===== src/hw/vex_pkg.sv =====
package vex_pkg;

    // machine shape
    localparam int num_lanes  = 4;
    localparam int num_vregs  = 32;
    localparam int word_w     = 32;
    localparam int word_bytes = word_w / 8;
    localparam int vreg_idx_w = $clog2(num_vregs);
    localparam int imm_w      = 5;

    typedef logic [word_w-1:0]     word_t;
    typedef logic [vreg_idx_w-1:0] vreg_idx_t;
    typedef word_t [num_lanes-1:0] lane_words_t;
    typedef logic [num_lanes-1:0]  lane_mask_t;

    // signed extremes used as reduction identities
    localparam word_t word_smax = {1'b0, {(word_w-1){1'b1}}};
    localparam word_t word_smin = {1'b1, {(word_w-1){1'b0}}};

    typedef enum logic [3:0] {
        valu_add  = 4'd0,
        valu_sub  = 4'd1,
        valu_and  = 4'd2,
        valu_or   = 4'd3,
        valu_xor  = 4'd4,
        valu_min  = 4'd5,
        valu_max  = 4'd6,
        valu_minu = 4'd7,
        valu_maxu = 4'd8
    } valu_op_t;

    // where operand b comes from
    typedef enum logic [1:0] {
        src1_vec    = 2'd0,
        src1_scalar = 2'd1,
        src1_imm    = 2'd2
    } vsrc1_sel_t;

    // operand fetch to execute
    typedef struct packed {
        valu_op_t    op;
        logic        red;
        vreg_idx_t   vd;
        logic        regwen;
        lane_mask_t  lane_mask;
        lane_words_t a;
        lane_words_t b;
        lane_words_t seed;
    } ex_payload_t;

    // result select to writeback port
    // lane_mask marks the lanes that get written
    typedef struct packed {
        vreg_idx_t   vd;
        logic        regwen;
        lane_mask_t  lane_mask;
        lane_words_t result;
    } wb_payload_t;

endpackage


===== src/hw/operand_fetch.sv =====
`timescale 1ns/1ps

module operand_fetch (
    input  logic                          CLK,
    input  logic                          arst_n,
    input  logic                          in_valid,
    output logic                          in_ready,
    input  vex_pkg::valu_op_t             in_op,
    input  logic                          in_red,
    input  vex_pkg::vreg_idx_t            in_vd,
    input  vex_pkg::vreg_idx_t            in_vs1,
    input  vex_pkg::vreg_idx_t            in_vs2,
    input  vex_pkg::vsrc1_sel_t           in_src1_sel,
    input  vex_pkg::word_t                in_rs1,
    input  logic [vex_pkg::imm_w-1:0]     in_imm,
    input  logic                          in_mask_en,
    input  logic                          in_regwen,
    input  vex_pkg::word_t                vl,
    input  vex_pkg::lane_words_t          bank_a,
    input  vex_pkg::lane_words_t          bank_b,
    input  vex_pkg::word_t                lane0_v0,
    input  vex_pkg::vreg_idx_t            ex_vd,
    input  vex_pkg::vreg_idx_t            wb_vd,
    input  logic                          ex_busy,
    input  logic                          wb_busy,
    output logic                          ex_valid,
    input  logic                          ex_ready,
    output vex_pkg::ex_payload_t          ex_payload
);

logic                 use_vs1;
logic                 hit_ex;
logic                 hit_wb;
logic                 raw_stall;
vex_pkg::word_t       imm_sext;
vex_pkg::lane_words_t opnd_b;
vex_pkg::lane_mask_t  lane_mask;

// vs1 is read for vector sources and always as the reduction seed
assign use_vs1 = in_red || (in_src1_sel == vex_pkg::src1_vec);

// RAW check against both stages that will still write a register
assign hit_ex = ex_busy && ((ex_vd == in_vs2) ||
                            (use_vs1 && (ex_vd == in_vs1)) ||
                            (in_mask_en && (ex_vd == '0)));
assign hit_wb = wb_busy && ((wb_vd == in_vs2) ||
                            (use_vs1 && (wb_vd == in_vs1)) ||
                            (in_mask_en && (wb_vd == '0)));
assign raw_stall = hit_ex || hit_wb;

assign in_ready = ex_ready && !raw_stall;
assign ex_valid = in_valid && !raw_stall;

assign imm_sext = {{(vex_pkg::word_w - vex_pkg::imm_w){in_imm[vex_pkg::imm_w-1]}}, in_imm};

always_comb begin
    case (in_src1_sel)
        vex_pkg::src1_scalar: opnd_b = {vex_pkg::num_lanes{in_rs1}};
        vex_pkg::src1_imm:    opnd_b = {vex_pkg::num_lanes{imm_sext}};
        default:              opnd_b = bank_b;
    endcase
end

// lane k lives when below vl and, if masked, v0 bit k is set
always_comb begin
    for (int k = 0; k < vex_pkg::num_lanes; k++) begin
        lane_mask[k] = (vex_pkg::word_t'(k) < vl) && (!in_mask_en || lane0_v0[k]);
    end
end

always_comb begin
    ex_payload.op        = in_op;
    ex_payload.red       = in_red;
    ex_payload.vd        = in_vd;
    ex_payload.regwen    = in_regwen;
    ex_payload.lane_mask = lane_mask;
    ex_payload.a         = bank_a;
    ex_payload.b         = opnd_b;
    ex_payload.seed      = bank_b;
end

// a uop that just entered execute blocks any follower reading its vd
a_raw_follow: assert property (@(posedge CLK) disable iff (!arst_n)
    (ex_valid && ex_ready && in_regwen) |=>
        !(ex_valid && ((in_vs2 == $past(in_vd)) ||
                       (use_vs1 && (in_vs1 == $past(in_vd))) ||
                       (in_mask_en && ($past(in_vd) == '0)))));

// sub has no reduction form
a_no_sub_red: assert property (@(posedge CLK) disable iff (!arst_n)
    (in_valid && in_red) |-> (in_op != vex_pkg::valu_sub));

endmodule


===== config.mk =====
export PLATFORM = sky130hd
export DESIGN_NAME = operand_fetch
export DESIGN_NICKNAME = d
export VERILOG_FILES = /design/src/hw/vex_pkg.sv /design/src/hw/operand_fetch.sv
export SDC_FILE = /design/constraint.sdc
export NUM_CORES = 1
export LEC_CHECK = 0
export ABC_CLOCK_PERIOD_IN_PS = 1300
export BUFFER_PORTS_ARGS = -buffer_cell sky130_fd_sc_hd__buf_2
export CORE_AREA = 2 2 310 312
export DETAILED_ROUTE_END_ITERATION = 12
export DIE_AREA = 0 0 312 314
export PLACE_DENSITY = 0.3
export SLEW_MARGIN = 20
export SYNTH_ARGS = -nofsm -noshare
export SYNTH_HDL_FRONTEND = slang
export SYNTH_SLANG_ARGS = --single-unit
export TNS_END_PERCENT = 100

===== constraint.sdc =====
create_clock -name vclk -period 1.3
set_input_delay 0.13 -clock vclk [all_inputs]
set_output_delay 0.13 -clock vclk [all_outputs]
set_load 0.05 [all_outputs]

# Word-level counts from Yosys, hierarchy flattened
# Index checks and enable logic that the tools add are counted.
[classes]
n_reduce_logical = 27
eq_ne = 6
magnitude_cmp = 4
mux = 1
[op_table]
columns = ["cell", "n"]
rows = [
  ["$pmux 128 s2", 1],
  ["$lt 1x32->1 const A", 2],
  ["$lt 2x32->1 const A", 2],
  ["$eq 5x5->1", 4],
  ["$logic_and 1x1->1", 12],
  ["$logic_not 5->1", 2],
  ["$logic_or 1x1->1", 10],
  ["$eq 2x1->1 const B", 1],
  ["$eq 2x2->1 const B", 1],
  ["$logic_not 1->1", 2],
  ["$logic_not 2->1", 1],
]
[totals]
elab_cells = 38
ff_bits = 0

# Logic depth before layout (Yosys ltp)
# Gate-level depths: netlist (run 1).
[depth]
word_depth = 9
ltp_mapped = 7
mapped_depth_nobuf = 5

# Worst setup path before layout (run 1)
# No wires, ideal clock.
[synth_path]
kind = "input-to-output"
startpoint = "in in_src1_sel[0]"
endpoint = "out ex_valid"
required_time_ps = 1170
n_path_buf = 0
setup_slack_ps = -1002
arrival_ps = 2172
path_stages = 5
cell_sequence = "inv_1 > ha_1 > o211ai_1 > o22ai_1 > nor4_1"
[synth_between]
elab_chain_cells = 9
elab_cells_between_ends = 13
[synth_rtl]
columns = ["element", "line", "rtl"]
rows = [
  ["start: declaration", "operand_fetch.sv:13", "input vex_pkg::vsrc1_sel_t in_src1_sel,"],
  ["$logic_not 2->1 (*)", "operand_fetch.sv:40", "assign use_vs1 = in_red || (in_src1_sel == vex_pkg::src1_vec);"],
  ["$logic_or 1x1->1 (*)", "operand_fetch.sv:40", ""],
  ["$logic_and 1x1->1, on equally long branches", "operand_fetch.sv:44, operand_fetch.sv:47", ""],
  ["$logic_or 1x1->1, on equally long branches", "operand_fetch.sv:43, operand_fetch.sv:46", ""],
  ["$logic_or 1x1->1, on equally long branches", "operand_fetch.sv:44, operand_fetch.sv:47", ""],
  ["$logic_and 1x1->1, on equally long branches", "operand_fetch.sv:43, operand_fetch.sv:46", ""],
  ["$logic_or 1x1->1 (*)", "operand_fetch.sv:49", "assign raw_stall = hit_ex || hit_wb;"],
  ["$logic_not 1->1 (*)", "operand_fetch.sv:52", "assign ex_valid = in_valid && !raw_stall;"],
  ["$logic_and 1x1->1 (*)", "operand_fetch.sv:52", ""],
  ["end: declaration", "operand_fetch.sv:26", "output logic ex_valid,"],
]
# Mark *: on every way between the ends. The rest lies on a longest branch, timed or not.

==> impl_results.md, run 1 <==
* Status: finished, violations left
* Failing checks: negative setup slack
* Core area at 94,400 sq um
* Required time of the critical path at 1170 ps
* Seq cells at 0
* Cts-stage hold buffer count at 0
* Final Wtd Congestion at around 0.75
* Synthesized area at 3890 sq um
* I/O pins at 798
* Net count after synthesis at 963
* Number of library cell types mapped by synthesis at 27
* Share of layout cells above drive strength 1 at 0.890
* RSZ-0062 raised after global routing: true
* Clock buffers at 0
* Final net count at 1,231
* Inst Count DP at 2,078
* Pre-antenna DRT Iters at 4
* Syn avg cell area at 6.92 sq um
* Drt total wl at between 30,000 and 40,000 microns
* Worst hold path class: primary input to output pin
* Global-route wire length before repair at around 48,000 microns
* Tot GR Track Use at 0.0725
* DRC violations left at 0
* Vias in the first global route at 5,240
* Avg Vias per Cell at 2.30
* Max FO, Critical Path at 5
* Final period utilization at 1.29
* Max-slew headroom at 0.695
* Starting density of the core at 0.0412
* DP HPWL at 33,300 microns
* Sequential standard cell area at 0 sq um
* Final Hold Viols at 0
* Die area at 98,000 sq um
* Die Wd at 312 microns
* DR WL/cell at 18.0 microns
* Crit start category: primary input
* Synth Instances at ~560
* Setup ws final at -383 ps
* Num rows at 113
* Seq/Total Area, Yosys at 0
* Non-Filler Instances at 2,096
* Slew Viols, Final at 0
* Initial antenna violation count at 19
* Tightest Pin Transition at 460 ps
* Setup CP Type: primary input to output pin
* Synth Warn # at 0
* Syn-to-layout area delta at 130%
* Final setup vio count at 134
* Crit end category: output pin
* Chip height at 314 microns
* Total grt overflow at 0
* Max-Cap Viols at 0
* Worst hold slack at between 200 and 300 ps
* Worst EP arrival at ~1600 ps
* Vias post-DR at 4,829
* PD cells at 815 nW/um^2
* Fmax at between 0.5 and 0.6 GHz
* Leakage power at 3.68 nW
* Antenna Nets Post-Route at 0
* IO buf count at 492
* Initial detailed-routing violation count at 76
* Largest net degree at the start of global routing at 26
* VDD IR max at 0.420 mV
* Final Power at roughly 7.3 mW
* Min cycle time layout at approximately 1700 ps
-- logic make-up (layout without fill, tap and decap cells) --
group / count (synthesis) / count (layout) / share of synthesized area
and+or+nand+nor: 89 / 89 / 0.121
xor gates and xnor gates: 19 / 19 / 0.0427
buffers and inverters: 310 / 576 / 0.562
AOI/OAI and AO/OA: 142 / 142 / 0.264
adders and majority gates: 3 / 3 / 0.00964
other: 0 / 2 / 0
-- cells in the mapped netlist, types with 2 or more instances --
library cell  count  share of area
a21oi_1           4         0.0051
a22o_1            4         0.0090
buf_1             3         0.0029
buf_2             3         0.0039
buf_4           267           0.51
clkbuf_1         12          0.012
ha_1              3         0.0096
inv_1            23          0.022
nand2_1          52          0.050
nand2_4          10          0.029
nand3_1           2         0.0026
nand4_1           6         0.0096
nor2_1            3         0.0029
nor2b_1           2         0.0032
nor4_1           10          0.016
o211ai_1          3         0.0058
o21a_1          112           0.22
o21ai_0          16          0.021
o22ai_1           2         0.0032
xnor2_1          19          0.043
-- area by class of cell --
class	count	area, sq um
tap	1265	1580
multi-input combinational	253	2960
timing repair buffer	553	4310
fill	11100	85500
inverter	23	111
antenna	2	5.00
-- where the power goes --
group / switching, mW / internal, mW / leakage [nW]
registers: 0 / 0 / 0
logic: 4.53 / 2.78 / 3.68
clock network: 0 / 0.000000208 / 0.0000127
total: 4.53 / 2.78 / 3.68
-- metal layers --
layer | routed length [microns] | track usage | share of wire
met4 | 1050 | 0.0177 | 0.028
met5 | 41 | 0 | 0.0011
met1 | 14800 | 0.0840 | 0.39
met2 | 18500 | 0.130 | 0.49
met3 | 3380 | 0.0215 | 0.090
-- cells in the final DEF (no fill, tap or decap), types with 2 or more instances in the layout --
master    instances
buf_8            33
nand2_8          15
buf_6            94
a22o_1            4
o21a_4           81
inv_1            21
ha_4              2
o211ai_1          3
nor2_1            2
a21oi_2           4
buf_2           350
nor2b_1           2
nor4_1            3
o21ai_2           2
o21a_2           31
nand4_1           6
o21ai_4          14
buf_12           25
xnor2_2           2
nand3_1           2
nor4_2            2
diode_2           2
buf_4            45
xnor2_1          17
nand2_4          10
inv_12            2
nor4_4            5
nand2_2           9
buf_16            4
nand2_1          28
-- stage by stage --
stage	cell area (sq um)	TNS, ps	util	setup WS (ps)
finish	8970	-42880	0.0950	-383
global route	8970	-53720	0.0950	-467
CTS	8660	-49380	0.0917	-427
detailed placement	7200	-68020	0.0763	-603
global placement	7200	-68570	0.0763	-611
floorplan	4640	-9000	-	-122
-- what timing repair did --
| action | 4_1_cts | 5_1_grt |
|---|---|---|
| pin swaps | 10 | 17 |
| gates resized for setup | 334 | 70 |
| gates cloned | 5 | 0 |
| buffers inserted | 10 | 3 |
| endpoints found under the setup margin | 134 | 134 |
-- path summary, 6_finish.rpt --
kind | startpoint | end | cells after the start
setup / recovery | in_src1_sel[1] | ex_payload[233] | 11
hold / removal | bank_a[9] | ex_payload[265] | 0
-- critical path, cell delays in order --
cell and delay, ps:
buf_12 90, inv_12 30, ha_4 250, a21boi_4 180, buf_12 150, buf_12 120, buf_16 140, buf_6 120
nand2_8 60, o21a_4 120, buf_8 140
No activity file was read; power rests on OpenSTA's default activity.
==> run 2: changes to the inputs <==
- BUFFER_PORTS_ARGS: -buffer_cell sky130_fd_sc_hd__buf_2 -> -buffer_cell sky130_fd_sc_hd__buf_4
==> impl_results.md, run 2 (same netlist as run 1, synthesis figures left out) <==
* Vias in the first global route at 5,383
* Crit start category: primary input
* Max FO, Critical Path at 6
* Highest routed layer: met5
* Largest net degree at the start of global routing at 26
* Vias post-DR at 4,830
* Core area at between 90,000 and 100,000 sq um
* Tot GR Track Use at 0.0729
* Leakage power at 3.99 nW
* DRC violations left at 0
* Syn-to-layout area delta at 154%
* Final Power at between 7 and 8 mW
* Worst hold start: bank_a[7]
* Total grt overflow at 0
* Final Wtd Congestion at 0.847
* Share of layout cells above drive strength 1 at 0.892
* Global-route wire length before repair at 48,600 microns
* VDD IR max at 0.493 mV
* Final period utilization at 1.32
* Setup CP Type: primary input to output pin
* PD cells at 774 nW/um^2
* Num rows at roughly 110
* DP HPWL at 33,600 microns
* Post-DP Area at 8200 sq um
* Non-Filler Instances at 2,096
* Slowest-stage cell, CP: ha_4
* Cell mode on critical path: buf_12
* Required time of the critical path at ~1200 ps
* Met1 wire length at approximately 14,000 microns
* Inst Count DP at 2,072
* Drt total wl at 38,400 microns
* Chip height at 314 microns
* Commonest cells after routing, fill and taps aside: buf_4, buf_6, o21a_4
* Die Wd at 312 microns
* Final Hold Viols at 0
* Slew Viols, Final at 0
* Initial detailed-routing violation count at 80
* Design area at 9890 sq um
* Worst EP arrival at 1590 ps
* Pre-antenna DRT Iters at 4
* Max-Cap Viols at 0
* Status: finished, violations left
* Sequential standard cell area at 0 sq um
* IO buf count at 492
* Min cycle time layout at approximately 1700 ps
* Crit end category: output pin
* Failing checks: negative setup slack
* I/O pins at 798
* Setup ws final at -416 ps
* Met3 routed WL at 4300 microns
* Final net count at 1,232
* Final setup vio count at 134
* Tightest Pin Transition at ~400 ps
* Starting density of the core at 0.0412
* Worst hold slack at 260 ps
* Commonest non-fill, non-tap cell in the layout: buf_4
* Seq cells at 0
* WL met2 at 19,000 microns
* Crit path launch: in_src1_sel[1]
* Avg Vias per Cell at 2.30
* Clock buffers at 0
* RSZ-0062 raised after global routing: true
* Antenna Nets Post-Route at 0
* Max incr delay on CP at between 200 and 300 ps
* Fmax at 0.583 GHz
* CP cell instances: buf_12 -> inv_12 -> ha_4 -> a21boi_4 -> buf_12 -> buf_16 -> buf_12 -> nand2_4 -> o21a_4 -> buf_8
* Util after Layout at 0.105
* Die area at 98,000 sq um
* DR WL/cell at 18.3 microns
* Initial antenna violation count at 8
* Max-slew headroom at 0.724
* Fillers at 11,000
* Worst hold path class: primary input to output pin
==> run 2: cell types whose count changed in the layout (fill, tap and decap cells not counted), moves of 4 or more <==
cell / change
buf_6: +15
o21a_4: -4
nand2_1: -5
buf_2: -350
buf_12: -8
buf_4: +341
o21a_2: +4
==> run 2: stage by stage <==
step | TNS, ps | setup slack, ps
after floorplan | -9000 | -122
after global placement | -61350 | -531
after detailed placement | -62150 | -550
after CTS | -48780 | -440
after global routing | -51080 | -464
final | -44370 | -416
==> run 2: critical path, delay by kind of cell <==
kind / cells / cell delay, ps
fa+ha+maj: 1 / 250
buf+inv: 6 / 770
compound gates: 2 / 310
simple gates: 1 / 80
==> run 2: cell type report <==
class                           instances  area [sq um]  area share
Tap cell                             1265          1580       0.160
Inverter                               23           111      0.0113
Antenna cell                            1          2.50    0.000253
Multi-Input combinational cell        253          2980       0.301
Timing Repair Buffer                  554          5210       0.527
==> run 2: per-layer routing <==
metal | vias to the layer above | track usage
li1 | 2122 | -
met1 | 2211 | 0.0784
met2 | 401 | 0.132
met3 | 84 | 0.0306
met4 | 12 | 0.0160
met5 | - | 0
==> run 2: path summary, 6_finish.rpt <==
kind              cells after the start  slack [ps]              end
hold / removal                        0         260  ex_payload[263]
setup / recovery                     10        -420  ex_payload[213]
==> run 2: repair_timing <==
item,4_1_cts,5_1_grt
pin swaps,14,13
gates resized for setup,234,70
endpoints found under the setup margin,134,134
cloned,6,0
hold buffers,0,0
buffers inserted,13,6
==> run 2: report_power, final <==
group / switching (mW) / total (mW) / internal [mW] / leakage, nW
Sequential: 0 / 0 / 0 / 0
Clock: 0 / 0.000000110 / 0.000000110 / 0.00000634
Combinational: 4.57 / 7.65 / 3.09 / 3.99
==> run 3: changes to the inputs <==
- PLACE_DENSITY: 0.3 -> not set
==> impl_results.md, run 3 (same netlist as run 1, synthesis figures left out) <==
* Status: finished, violations left
* Failing checks: negative setup slack
* Required time of the critical path at 1170 ps
* DR WL/cell at 23.1 microns
* Avg Vias per Cell at 2.40
* Max-Cap Viols at 0
* Antenna Nets Post-Route at 0
* Crit end category: output pin
* Starting density of the core at 0.0412
* Commonest non-fill, non-tap cell in the layout: buf_4
* Sequential standard cell area at 0 sq um
* Chip height at 314 microns
* I/O pins at 798
* Vias post-DR at 5,019
* DP HPWL at about 43,000 microns
* Max FO, Critical Path at 6
* Total grt overflow at 0
* IO buf count at just under 500
* Global-route wire length before repair at 57,400 microns
* Final Wtd Congestion at 0.813
* Vias in the first global route at 5,225
* Largest net degree at the start of global routing at 22
* Worst hold path class: primary input to output pin
* Worst hold start: bank_a[11]
* Worst hold endpoint: ex_payload[267]
* Max-slew headroom at 0.808
* Fillers at 11,000
* Cell mode on critical path: buf_12
* Max incr delay on CP at 250 ps
* VDD IR max at 0.500 mV
* DRC violations left at 0
* Fmax at 0.584 GHz
* Total negative slack at -40,940 ps
* Final period utilization at 1.32
* Final setup vio count at between 100 and 150
* Tot GR Track Use at 0.0905
* Die Wd at 312 microns
* PD cells at 805 nW/um^2
* Dpl ws at -537 ps
* Cts-stage hold buffer count at 0
* Clock buffers at 0
* Slowest-stage cell, CP: ha_4
* Pre-antenna DRT Iters at 4
* Commonest cells after routing, fill and taps aside: buf_4, buf_6, o21a_4
* Hold path cells at 0
* Initial antenna violation count at 10
* Initial detailed-routing violation count at 143
* Share of layout cells above drive strength 1 at 0.892
* Tightest Pin Transition at 289 ps
* Die area at 98,000 sq um
* Worst EP arrival at between 1500 and 2000 ps
* Util after Layout at 0.105
* RSZ-0062 raised after global routing: true
* CP cell instances: buf_12 -> inv_12 -> ha_4 -> a21boi_4 -> buf_12 -> buf_16 -> nand2_4 -> o21a_2 -> buf_4
* Drt total wl at slightly below 50,000 microns
* Seq cells at 0
* Final Hold Viols at 0
* Crit start category: primary input
* Slew Viols, Final at 0
* Final net count at about 1,200
* Leakage power at roughly 4.0 nW
* Setup CP Type: primary input to output pin
* Min cycle time layout at 1710 ps
* Setup ws final at -412 ps
* Num rows at 113
* Core area at 94,400 sq um
* Syn-to-layout area delta at 154%
==> run 3: cell count changes in the layout (fill, tap and decap cells not counted), sizes merged <==
| cell | delta |
|---|---|
| buf | -9 |
| clkbuf | +1 |
| diode | +3 |
==> run 3: worst max path at each step <==
stage / to / from
after CTS: ex_payload[254] / in_src1_sel[0]
after detailed placement: ex_payload[182] / in_src1_sel[1]
after global routing: ex_payload[206] / in_src1_sel[0]
after global placement: ex_payload[238] / in_src1_sel[0]
final: ex_payload[206] / in_src1_sel[1]
after floorplan: in_ready / in_src1_sel[1]
==> run 3: what timing repair did <==
item,in CTS,in global routing
gates resized for setup,211,119
setup endpoints to repair,133,134
buffers inserted,14,5
gates cloned,6,2
pin swaps,12,16
==> run 3: report_power, final <==
part / internal, mW / leakage, nW / total [mW] / switching (mW)
clock network: 0.000000413 / 0.0000254 / 0.000000413 / 0
logic: 3.18 / 4.01 / 7.97 / 4.80
registers: 0 / 0 / 0 / 0
==> run 3: per-layer routing <==
layer	share of wire	vias up	GRT usage
met5	0.00025	-	0
met1	0.38	2331	0.104
li1	-	2105	-
met3	0.10	124	0.0313
met2	0.48	457	0.155
met4	0.045	2	0.0329
==> run 3: critical path, delay by kind of cell <==
kind	cells	cell delay [ps]
and+or+nand+nor	1	110
adders and majority gates	1	250
buffers and inverters	5	660
AOI/OAI and AO/OA	2	380
==> run 3: final cells by class <==
cell class / instances / area [sq um] / share of cell area
Timing Repair Buffer: 546 / 5210 / 0.526
Inverter: 23 / 111 / 0.0112
Multi-Input combinational cell: 253 / 2980 / 0.301
Tap cell: 1265 / 1580 / 0.160
Antenna cell: 4 / 10.0 / 0.00101
==> run 3: per-stage QoR <==
stage | std cells | hold slack, ps | cell area (sq um) | total power, mW
after floorplan | 563 | 425 | 4640 | 5.50
after global placement | 2066 | 260 | 8160 | 6.75
after detailed placement | 2066 | 260 | 8160 | 6.76
after CTS | 2086 | 260 | 9310 | 7.69
after global routing | 2090 | 260 | 9900 | 8.29
final | 2091 | 260 | 9900 | 7.97
